==> src/verilog/ntt_pkg.sv <==
// ntt package with ring, modulus, barrett and pipeline constants and shared types
package ntt_pkg;

    // ring
    localparam int RING_SIZE  = 16;
    localparam int RING_DEPTH = 4;
    localparam int HALF_SIZE  = RING_SIZE / 2;

    // widths
    localparam int DATA_W    = 14;
    localparam int ADDR_W    = $clog2(RING_SIZE);
    localparam int TW_ADDR_W = $clog2(HALF_SIZE);

    // prime modulus and its barrett constants
    localparam logic [DATA_W-1:0] Q = 14'd12289;
    localparam int BARRETT_K = 2 * DATA_W;
    localparam logic [DATA_W:0] BARRETT_M = (DATA_W+1)'((64'd1 << BARRETT_K) / Q);

    // latencies in clock cycles
    localparam int MULT_DELAY = 3;
    localparam int BFLY_DELAY = 1 + MULT_DELAY;
    // read register plus butterfly
    localparam int PIPE_DELAY = 1 + BFLY_DELAY;

    typedef logic [DATA_W-1:0]    coef_t;
    typedef logic [ADDR_W-1:0]    addr_t;
    typedef logic [TW_ADDR_W-1:0] tw_addr_t;

    typedef enum logic [2:0] {
        IDLE,
        LOAD_TW,
        LOAD_DATA,
        COMPUTE,
        OUTPUT
    } core_state_t;

endpackage

==> src/verilog/ntt_sched_if.sv <==
// butterfly schedule bus from the address generator to the core
`timescale 1ns/1ps

interface ntt_sched_if;
    import ntt_pkg::*;

    // butterfly being issued this cycle
    addr_t    rd_addr_a;
    addr_t    rd_addr_b;
    tw_addr_t tw_addr;

    // write-back of the butterfly issued PIPE_DELAY cycles ago
    addr_t    wr_addr_a;
    addr_t    wr_addr_b;
    logic     wr_en;

    logic     finished;

    modport sched (
        output rd_addr_a, rd_addr_b, tw_addr, wr_addr_a, wr_addr_b, wr_en, finished
    );

    modport core (
        input rd_addr_a, rd_addr_b, tw_addr, wr_addr_a, wr_addr_b, wr_en, finished
    );
endinterface

==> src/verilog/addr_gen.sv <==
// stage and butterfly scheduler with delayed write-back and drain waits
`timescale 1ns/1ps

module addr_gen (
    input  logic        clk,
    input  logic        reset,
    input  logic        start,
    ntt_sched_if.sched  sched
);
    import ntt_pkg::*;

    logic                          active;
    logic                          issuing;
    logic                          finished_q;
    logic [$clog2(RING_DEPTH)-1:0] stage;
    logic [TW_ADDR_W-1:0]          bfly;
    logic [$clog2(PIPE_DELAY)-1:0] drain;
    addr_t                         half;
    addr_t                         mask;
    addr_t                         j_ext;
    addr_t                         a_addr;
    addr_t                         b_addr;
    tw_addr_t                      tw;
    logic [PIPE_DELAY-1:0]         wb_valid;
    addr_t                         wb_addr_a [PIPE_DELAY];
    addr_t                         wb_addr_b [PIPE_DELAY];

    // butterfly j of stage s: a = group base + t, b = a + half
    always_comb begin
        half   = addr_t'(HALF_SIZE >> stage);
        mask   = half - 1'b1;
        j_ext  = addr_t'(bfly);
        a_addr = ((j_ext & ~mask) << 1) | (j_ext & mask);
        b_addr = a_addr | half;
        tw     = tw_addr_t'((j_ext & mask) << stage);
    end

    always_ff @(posedge clk or posedge reset) begin
        if (reset) begin
            active     <= 1'b0;
            issuing    <= 1'b0;
            finished_q <= 1'b0;
            stage      <= '0;
            bfly       <= '0;
            drain      <= '0;
        end else begin
            finished_q <= 1'b0;
            if (!active) begin
                if (start) begin
                    active  <= 1'b1;
                    issuing <= 1'b1;
                    stage   <= '0;
                    bfly    <= '0;
                end
            end else if (issuing) begin
                bfly <= bfly + 1'b1;
                if (bfly == tw_addr_t'(HALF_SIZE - 1)) begin
                    issuing <= 1'b0;
                    drain   <= '0;
                end
            end else begin
                // let the last write of the stage land
                drain <= drain + 1'b1;
                if (drain == ($clog2(PIPE_DELAY))'(PIPE_DELAY - 1)) begin
                    if (stage == ($clog2(RING_DEPTH))'(RING_DEPTH - 1)) begin
                        active     <= 1'b0;
                        finished_q <= 1'b1;
                    end else begin
                        stage   <= stage + 1'b1;
                        issuing <= 1'b1;
                        bfly    <= '0;
                    end
                end
            end
        end
    end

    always_ff @(posedge clk or posedge reset) begin
        if (reset) begin
            wb_valid <= '0;
        end else begin
            wb_valid <= {wb_valid[PIPE_DELAY-2:0], issuing};
        end
    end

    // write addresses follow the data through the pipeline
    always_ff @(posedge clk) begin
        wb_addr_a[0] <= a_addr;
        wb_addr_b[0] <= b_addr;
        for (int i = 1; i < PIPE_DELAY; i++) begin
            wb_addr_a[i] <= wb_addr_a[i-1];
            wb_addr_b[i] <= wb_addr_b[i-1];
        end
    end

    assign sched.rd_addr_a = issuing ? a_addr : '0;
    assign sched.rd_addr_b = issuing ? b_addr : '0;
    assign sched.tw_addr   = issuing ? tw : '0;
    assign sched.wr_addr_a = wb_addr_a[PIPE_DELAY-1];
    assign sched.wr_addr_b = wb_addr_b[PIPE_DELAY-1];
    assign sched.wr_en     = wb_valid[PIPE_DELAY-1];
    assign sched.finished  = finished_q;

    // a new stage reads only after every write of the previous one has landed
    a_drained_before_stage: assert property (@(posedge clk) disable iff (reset)
        (issuing && bfly == '0) |-> (wb_valid == '0))
        else $error("stage started with %0d write-backs in flight", $countones(wb_valid));

endmodule

==> src/verilog/butterfly_unit.sv <==
// dif butterfly, modular add and subtract then twiddle multiply on the difference
`timescale 1ns/1ps

module butterfly_unit (
    input  logic           clk,
    input  logic           reset,
    input  ntt_pkg::coef_t a,
    input  ntt_pkg::coef_t b,
    input  ntt_pkg::coef_t w,
    output ntt_pkg::coef_t sum,
    output ntt_pkg::coef_t diff
);
    import ntt_pkg::*;

    logic [DATA_W:0] add_raw;
    coef_t           add_mod;
    coef_t           sub_mod;
    coef_t           sum_s1;
    coef_t           diff_s1;
    coef_t           w_s1;
    coef_t           sum_dly [MULT_DELAY];

    always_comb begin
        add_raw = {1'b0, a} + {1'b0, b};
        add_mod = (add_raw >= {1'b0, Q}) ? coef_t'(add_raw - {1'b0, Q}) : coef_t'(add_raw);
        // wraps in DATA_W bits, true value is below Q
        sub_mod = (a >= b) ? coef_t'(a - b) : coef_t'(a + Q - b);
    end

    always_ff @(posedge clk or posedge reset) begin
        if (reset) begin
            sum_s1  <= '0;
            diff_s1 <= '0;
            w_s1    <= '0;
            for (int i = 0; i < MULT_DELAY; i++) begin
                sum_dly[i] <= '0;
            end
        end else begin
            sum_s1  <= add_mod;
            diff_s1 <= sub_mod;
            w_s1    <= w;
            // sum waits for the multiplier, total BFLY_DELAY
            sum_dly[0] <= sum_s1;
            for (int i = 1; i < MULT_DELAY; i++) begin
                sum_dly[i] <= sum_dly[i-1];
            end
        end
    end

    mod_mult mult_i (
        .clk  (clk),
        .reset(reset),
        .a    (diff_s1),
        .b    (w_s1),
        .p    (diff)
    );

    assign sum = sum_dly[MULT_DELAY-1];

endmodule

==> src/verilog/coef_regfile.sv <==
// coefficient store with two registered reads and two writes for in-place butterflies
`timescale 1ns/1ps

module coef_regfile (
    input  logic           clk,
    input  ntt_pkg::addr_t rd_addr_a,
    input  ntt_pkg::addr_t rd_addr_b,
    output ntt_pkg::coef_t rd_data_a,
    output ntt_pkg::coef_t rd_data_b,
    input  logic           wr_en_a,
    input  logic           wr_en_b,
    input  ntt_pkg::addr_t wr_addr_a,
    input  ntt_pkg::addr_t wr_addr_b,
    input  ntt_pkg::coef_t wr_data_a,
    input  ntt_pkg::coef_t wr_data_b
);
    import ntt_pkg::*;

    coef_t mem [RING_SIZE];

    always_ff @(posedge clk) begin
        if (wr_en_a) begin
            mem[wr_addr_a] <= wr_data_a;
        end
        if (wr_en_b) begin
            mem[wr_addr_b] <= wr_data_b;
        end
        // old data on a same-cycle read and write
        rd_data_a <= mem[rd_addr_a];
        rd_data_b <= mem[rd_addr_b];
    end

    // a and b halves of a butterfly are always distinct
    a_no_write_clash: assert property (@(posedge clk)
        (wr_en_a && wr_en_b) |-> (wr_addr_a != wr_addr_b))
        else $error("both write ports hit address %0d", wr_addr_a);

endmodule

==> src/verilog/mod_mult.sv <==
// three-stage modular multiplier with barrett reduction by the fixed prime
`timescale 1ns/1ps

module mod_mult (
    input  logic           clk,
    input  logic           reset,
    input  ntt_pkg::coef_t a,
    input  ntt_pkg::coef_t b,
    output ntt_pkg::coef_t p
);
    import ntt_pkg::*;

    logic [2*DATA_W-1:0] prod_s1;
    logic [2*DATA_W-1:0] prod_s2;
    logic [DATA_W:0]     quot_s2;
    logic [3*DATA_W:0]   prod_m;
    logic [DATA_W:0]     quot_est;
    logic [DATA_W:0]     rem;

    always_comb begin
        // quotient estimate, at most one below the true quotient
        prod_m   = prod_s1 * BARRETT_M;
        quot_est = (DATA_W+1)'(prod_m >> BARRETT_K);
        // remainder lands in [0, 2Q)
        rem      = (DATA_W+1)'(prod_s2 - quot_s2 * Q);
    end

    always_ff @(posedge clk or posedge reset) begin
        if (reset) begin
            prod_s1 <= '0;
            prod_s2 <= '0;
            quot_s2 <= '0;
            p       <= '0;
        end else begin
            // stage 1: full product
            prod_s1 <= a * b;
            // stage 2: barrett quotient
            prod_s2 <= prod_s1;
            quot_s2 <= quot_est;
            // stage 3: subtract and correct once
            if (rem >= {1'b0, Q}) begin
                p <= coef_t'(rem - {1'b0, Q});
            end else begin
                p <= coef_t'(rem);
            end
        end
    end

    a_reduced: assert property (@(posedge clk) disable iff (reset) p < Q)
        else $error("product %0d not reduced", p);

endmodule

==> src/verilog/ntt_core.sv <==
// 16-point forward ntt core, load, compute and bit-reversed output sequencing
`timescale 1ns/1ps

module ntt_core (
    input  logic           clk,
    input  logic           reset,
    input  logic           load_w,
    input  logic           load_data,
    input  logic           start,
    input  ntt_pkg::coef_t din,
    output logic           done,
    output ntt_pkg::coef_t dout
);
    import ntt_pkg::*;

    core_state_t state;
    addr_t       seq;
    logic        start_ok;
    logic        out_rd_q;

    addr_t       rf_rd_addr_a;
    coef_t       rf_rd_data_a;
    coef_t       rf_rd_data_b;
    logic        rf_wr_en_a;
    logic        rf_wr_en_b;
    addr_t       rf_wr_addr_a;
    coef_t       rf_wr_data_a;
    coef_t       tw_rd_data;
    coef_t       bf_sum;
    coef_t       bf_diff;

    ntt_sched_if sched_bus ();

    // same priority as the state machine below
    assign start_ok = (state == IDLE) && start && !load_w && !load_data;

    always_ff @(posedge clk or posedge reset) begin
        if (reset) begin
            state <= IDLE;
            seq   <= '0;
        end else begin
            case (state)
                IDLE: begin
                    seq <= '0;
                    if (load_w) begin
                        state <= LOAD_TW;
                    end else if (load_data) begin
                        state <= LOAD_DATA;
                    end else if (start) begin
                        state <= COMPUTE;
                    end
                end
                LOAD_TW: begin
                    seq <= seq + 1'b1;
                    if (seq == addr_t'(HALF_SIZE - 1)) begin
                        state <= IDLE;
                        seq   <= '0;
                    end
                end
                LOAD_DATA: begin
                    seq <= seq + 1'b1;
                    if (seq == addr_t'(RING_SIZE - 1)) begin
                        state <= IDLE;
                        seq   <= '0;
                    end
                end
                COMPUTE: begin
                    // position 0 is read in the finishing cycle
                    if (sched_bus.finished) begin
                        state <= OUTPUT;
                        seq   <= addr_t'(1);
                    end
                end
                OUTPUT: begin
                    seq <= seq + 1'b1;
                    if (seq == addr_t'(RING_SIZE - 1)) begin
                        state <= IDLE;
                        seq   <= '0;
                    end
                end
                default: begin
                    state <= IDLE;
                    seq   <= '0;
                end
            endcase
        end
    end

    // the scheduler parks its read address at 0 when idle
    assign rf_rd_addr_a = (state == OUTPUT) ? seq : sched_bus.rd_addr_a;
    assign rf_wr_en_a   = (state == LOAD_DATA) || ((state == COMPUTE) && sched_bus.wr_en);
    assign rf_wr_en_b   = (state == COMPUTE) && sched_bus.wr_en;
    assign rf_wr_addr_a = (state == LOAD_DATA) ? seq : sched_bus.wr_addr_a;
    assign rf_wr_data_a = (state == LOAD_DATA) ? din : bf_sum;

    // done and dout account for the registered read
    always_ff @(posedge clk or posedge reset) begin
        if (reset) begin
            done     <= 1'b0;
            dout     <= '0;
            out_rd_q <= 1'b0;
        end else begin
            done     <= (state == COMPUTE) && sched_bus.finished;
            out_rd_q <= ((state == COMPUTE) && sched_bus.finished) || (state == OUTPUT);
            dout     <= out_rd_q ? rf_rd_data_a : '0;
        end
    end

    addr_gen ag_i (
        .clk  (clk),
        .reset(reset),
        .start(start_ok),
        .sched(sched_bus.sched)
    );

    coef_regfile rf_i (
        .clk      (clk),
        .rd_addr_a(rf_rd_addr_a),
        .rd_addr_b(sched_bus.rd_addr_b),
        .rd_data_a(rf_rd_data_a),
        .rd_data_b(rf_rd_data_b),
        .wr_en_a  (rf_wr_en_a),
        .wr_en_b  (rf_wr_en_b),
        .wr_addr_a(rf_wr_addr_a),
        .wr_addr_b(sched_bus.wr_addr_b),
        .wr_data_a(rf_wr_data_a),
        .wr_data_b(bf_diff)
    );

    twiddle_ram tw_i (
        .clk    (clk),
        .wr_en  (state == LOAD_TW),
        .wr_addr(seq[TW_ADDR_W-1:0]),
        .wr_data(din),
        .rd_addr(sched_bus.tw_addr),
        .rd_data(tw_rd_data)
    );

    butterfly_unit bf_i (
        .clk  (clk),
        .reset(reset),
        .a    (rf_rd_data_a),
        .b    (rf_rd_data_b),
        .w    (tw_rd_data),
        .sum  (bf_sum),
        .diff (bf_diff)
    );

    // command pulses are exclusive when the core can take them
    a_one_command: assert property (@(posedge clk) disable iff (reset)
        (state == IDLE) |-> $onehot0({load_w, load_data, start}))
        else $error("more than one command pulse in IDLE");

endmodule

==> src/verilog/twiddle_ram.sv <==
// twiddle factor memory, one write port and one registered read port
`timescale 1ns/1ps

module twiddle_ram (
    input  logic              clk,
    input  logic              wr_en,
    input  ntt_pkg::tw_addr_t wr_addr,
    input  ntt_pkg::coef_t    wr_data,
    input  ntt_pkg::tw_addr_t rd_addr,
    output ntt_pkg::coef_t    rd_data
);
    import ntt_pkg::*;

    // w^0 .. w^(N/2-1), kept until the next twiddle load
    coef_t mem [HALF_SIZE];

    always_ff @(posedge clk) begin
        if (wr_en) begin
            mem[wr_addr] <= wr_data;
        end
        rd_data <= mem[rd_addr];
    end

endmodule
==> config.mk <==
export PLATFORM = sky130hd
export DESIGN_NAME = ntt_core
export DESIGN_NICKNAME = d
export VERILOG_FILES = /design/src/verilog/ntt_pkg.sv /design/src/verilog/ntt_sched_if.sv /design/src/verilog/addr_gen.sv /design/src/verilog/butterfly_unit.sv /design/src/verilog/coef_regfile.sv /design/src/verilog/mod_mult.sv /design/src/verilog/ntt_core.sv /design/src/verilog/twiddle_ram.sv
export SDC_FILE = /design/constraint.sdc
export NUM_CORES = 2
export LEC_CHECK = 0
export ABC_AREA = 1
export BUFFER_PORTS_ARGS = -buffer_cell sky130_fd_sc_hd__buf_2
export CELL_PAD_IN_SITES_DETAIL_PLACEMENT = 1
export CELL_PAD_IN_SITES_GLOBAL_PLACEMENT = 2
export CORE_MARGIN = 5
export CORE_UTILIZATION = 37
export DETAILED_ROUTE_END_ITERATION = 10
export MAX_ROUTING_LAYER = met4
export PLACE_DENSITY = 0.86
export SYNTH_ARGS = -nofsm -noshare
export SYNTH_HDL_FRONTEND = slang
export SYNTH_SLANG_ARGS = --single-unit
==> constraint.sdc <==
create_clock -name clk -period 5.7 [get_ports clk]
set_clock_uncertainty 0.15 [all_clocks]
set_input_delay 0.57 -clock clk [delete_from_list [all_inputs] [get_ports clk]]
set_output_delay 0.57 -clock clk [all_outputs]
set_load 0.05 [all_outputs]
==> metrics.md <==
| Metric | Value |
|---|---|
| H-tree depth | `3` |
| Initial core utilization | `approximately 37%` |
| Critical path's top delay family | `adder cells` |
| Final hold violation count | `0` |
| Hold_ws | `0.0798 ns` |
| R2R setup slack | `roughly 0.17 ns` |
| Crit Reg-Reg Startpoint | `bf_i.w_s1[2]$_DFF_PP0_` |
| Synth Area per Inst | `8.64 um2` |
| Max cap viols | `0` |
| Cell count of the worst hold path | `1` |
| Outcome | `completed` |
| Final net count | `6,002` |
| RD Place Congestion | `0.899` |
| Hold Path End | `tw_i.mem[5][3]$_DFFE_PP_` |
| Clock tree buffer depth | `3` |
| Worst slew margin | `between 10% and 20%` |
| Setup TNS Final | `0 ns` |
| Die height | `361 um` |
| Root buffer cell | `clkbuf_16` |
| Cts bufs inserted | `71` |
| First-pass GRT wire length | `roughly 230 mm` |
| Grt ovf | `0` |
| Distinct cells, synth | `58` |
| Minimum clock period | `about 5.5 ns` |
| CTS tree | `done` |
| Clock sinks | `613` |
| Kind of critical path | `reg -> reg` |
| CP dominant cell by count | `fa_1` |
| Max-slew violation count | `0` |
| Worst path required time | `between 6 and 7 ns` |
| Net Count, Synth | `5,989` |
| Multi-input gate area | `24,600 um2` |
| Site row count | `128` |
| DR vias | `36,700` |
| Core area | `122,000 um2` |
| Ys Warns | `0` |
| Die area | `130,000 um2` |
| I/O pin count | `34` |
| First drt pass iteration count | `5` |
| All-Layer GR Usage | `23.1%` |
| Tightest Hold Check Type | `in -> reg` |
| Hpwl dp | `108 mm` |
| Worst R2R Path Depth | `22` |
| Layout cells sized above 1 | `8.05%` |
| Measured slew at the worst slew-check pin | `1.22 ns` |
| Buf/Inv on CP | `6` |
| Clock Latency Late Sink | `0.66 ns` |
| DR vias/cell | `5.26` |
| Slowest-stage cell, CP | `fa_1` |
| Post-synth EDFFs | `336` |
| Synth Cell Area | `45,600 um2` |
| Largest net degree at the start of global routing | `142` |
| Area Overhead vs Synth | `10.9%` |
| Routed wire length | `between 100 and 150 mm` |
| RSZ-0062 raised after global routing | `yes` |
| Clock transition at path regs | `around 0.060 ns` |
| Async SR Flop Fraction | `31.8%` |
| # setup viols final | `0` |
| Vias in the first global route | `roughly 39,000` |
| FF/Latch Area | `roughly 17,000 um2` |
| Filler cell count | `14,400` |
| Die W | `361 um` |
| Port bufs | `33` |
| Crit path max fanout | `9` |
| Routed len/inst | `21.4 um` |
| Cell count after synthesis | `5,283` |
| FF-to-FF End | `bf_i.mult_i.prod_s1[26]$_DFF_PP0_` |
| Maximum clock rate | `181 MHz` |
| Hold Path Origin | `din[3]` |
| DRT antenna net count | `0` |
| Initial antenna violation count | `11` |
| CP endpoint kind | `register` |
| Startpoint class of the critical path | `register` |
| Final Cycle Share | `97.1%` |
| Worst-path cell chain | `buf_4 > nand2_1 > inv_1 > fa_1 > inv_1 > fa_1 > inv_1 > fa_1 > fa_1 > fa_1 > fa_1 > ha_1 > nand2_1 > inv_1 > a21oi_1 > o21ai_0 > nand2_1 > o2111ai_2 > buf_4 > nand2_1 > nand2_1 > xor2_1` |
| Synthesis-stage register bit count | `between 600 and 700` |
| Initial drt markers | `2,707` |
| Residual DRC | `0` |
| Fin util | `between 40% and 50%` |
| Top FF cell, synth | `edfxtp_1` |
| Crit path largest cell delay | `0.58 ns` |
| Seq/Total Area, Yosys | `roughly 36%` |
| Crit path arrival time | `5.91 ns` |
-- cell usage after synthesis, drive strengths merged, types with 8 or more instances --
master / instances / area, um2
edfxtp: 336 / 10100
xor2: 61 / 542
a21o: 13 / 97.6
dfxtp: 82 / 1640
or2: 8 / 50.1
o21ai: 494 / 2480
ha: 390 / 4880
a31oi: 49 / 307
nor2: 224 / 888
nand3b: 8 / 60.1
o21a: 9 / 67.6
buf: 70 / 379
nand2: 1207 / 4570
inv: 980 / 3680
fa: 297 / 5950
dfrtp: 195 / 4880
nand4: 36 / 225
mux2: 28 / 315
o21bai: 12 / 90.1
xnor2: 28 / 260
a21boi: 9 / 67.6
o211ai: 173 / 1300
nor3: 30 / 160
nand3: 199 / 1020
a21oi: 144 / 732
clkbuf: 162 / 608
-- worst reg2reg max path: stages (launching register included) --
cell       delay, ns
dfrtp_1         0.40
buf_4           0.18
nand2_1         0.07
inv_1           0.06
fa_1            0.53
inv_1           0.05
fa_1            0.48
inv_1           0.05
fa_1            0.49
fa_1            0.58
fa_1            0.43
fa_1            0.46
ha_1            0.35
nand2_1         0.16
inv_1           0.10
a21oi_1         0.15
o21ai_0         0.10
nand2_1         0.11
o2111ai_2       0.10
buf_4           0.18
nand2_1         0.06
nand2_1         0.05
xor2_1          0.14
-- repair_timing --
item                                    4_1_cts  5_1_grt
buffers inserted                              0        5
pin swaps                                     1       12
gates resized for setup                       6       47
hold buffers                                  1        0
hold endpoints to repair                     15        0
endpoints found under the setup margin        9       36
-- cell usage in the layout, fill, tap and decap left out, types with 33 or more instances in the layout --
cell,Yosys,final
nor2_1,211,206
nand2_1,1194,1188
o21ai_0,481,461
dfrtp_1,195,184
xor2_1,60,60
a21oi_1,141,136
edfxtp_1,336,336
o211ai_1,173,173
buf_2,51,33
a31oi_1,49,49
inv_1,971,968
buf_4,6,132
nand3_1,196,194
fa_1,297,295
ha_1,390,386
nand4_1,36,36
clkbuf_16,0,74
dfxtp_1,82,82
-- state kept, by name, indices dropped and copies added (netlist names), 4 cells and up --
register	cells
rf_i.rd_data_a	14
rf_i.rd_data_b	14
dout	14
bf_i.w_s1	14
bf_i.mult_i.prod_s1	28
bf_i.sum_dly	28
seq	4
bf_i.mult_i.quot_s2	15
bf_i.diff_s1	14
bf_i.sum_s1	14
ag_i.wb_addr_a	20
tw_i.rd_data	14
bf_i.sum	14
bf_i.mult_i.p	14
rf_i.mem	224
ag_i.wb_valid	5
bf_i.mult_i.prod_s2	15
ag_i.wb_addr_b	20
tw_i.mem	112
-- metrics by stage --
step                worst slack (ns)  cell area [um2]  instances
global route                 -0.0438            50600       6983
finish                         0.166            50600       6984
floorplan                      0.224            45600       5283
detailed placement           -0.0795            48000       6842
global placement              0.0574            48000       6842
CTS                           0.0108            50400       6975
-- area by class of cell --
type,instances,area share [%]
Multi-Input combinational cell,3456,48.6
Sequential cell,613,32.8
Inverter,982,7.29
Clock buffer,100,4.07
Tap cell,1625,4.02
Timing Repair Buffer,172,2.49
Clock inverter,32,0.657
Antenna cell,4,0.0198
-- worst max-delay path by stage --
stage / endpoint / cells past startpoint / startpoint
6_report: bf_i.mult_i.prod_s1[26]$_DFF_PP0_ / 22 / bf_i.w_s1[2]$_DFF_PP0_
5_1_grt: bf_i.mult_i.prod_s1[25]$_DFF_PP0_ / 25 / bf_i.w_s1[2]$_DFF_PP0_
4_1_cts: bf_i.mult_i.quot_s2[4]$_DFF_PP0_ / 20 / bf_i.mult_i.prod_s1[1]$_DFF_PP0_
3_5_place_dp: bf_i.mult_i.prod_s1[20]$_DFF_PP0_ / 23 / bf_i.diff_s1[7]$_DFF_PP0_
3_3_place_gp: bf_i.mult_i.prod_s1[22]$_DFF_PP0_ / 23 / bf_i.diff_s1[7]$_DFF_PP0_
2_1_floorplan: bf_i.mult_i.prod_s1[22]$_DFF_PP0_ / 24 / bf_i.diff_s1[6]$_DFF_PP0_
-- kinds of logic after synthesis --
group / share of synthesized area (%)
fa+ha+maj: 23.7
compound gates: 11.7
xor+xnor: 1.76
flops: 36.4
buf+inv: 10.2
simple gates: 15.4
mux: 0.779
-- per-layer routing --
metal | part of all wire, % | GRT usage (%)
met4 | 3.1 | 6.49
met3 | 4.4 | 2.29
met1 | 43 | 29.4
met2 | 49 | 39.5
met5 | 0 | -
Power is not shown: default switching activity piles up to over one toggle a cycle in this logic, so the estimate is an artifact.
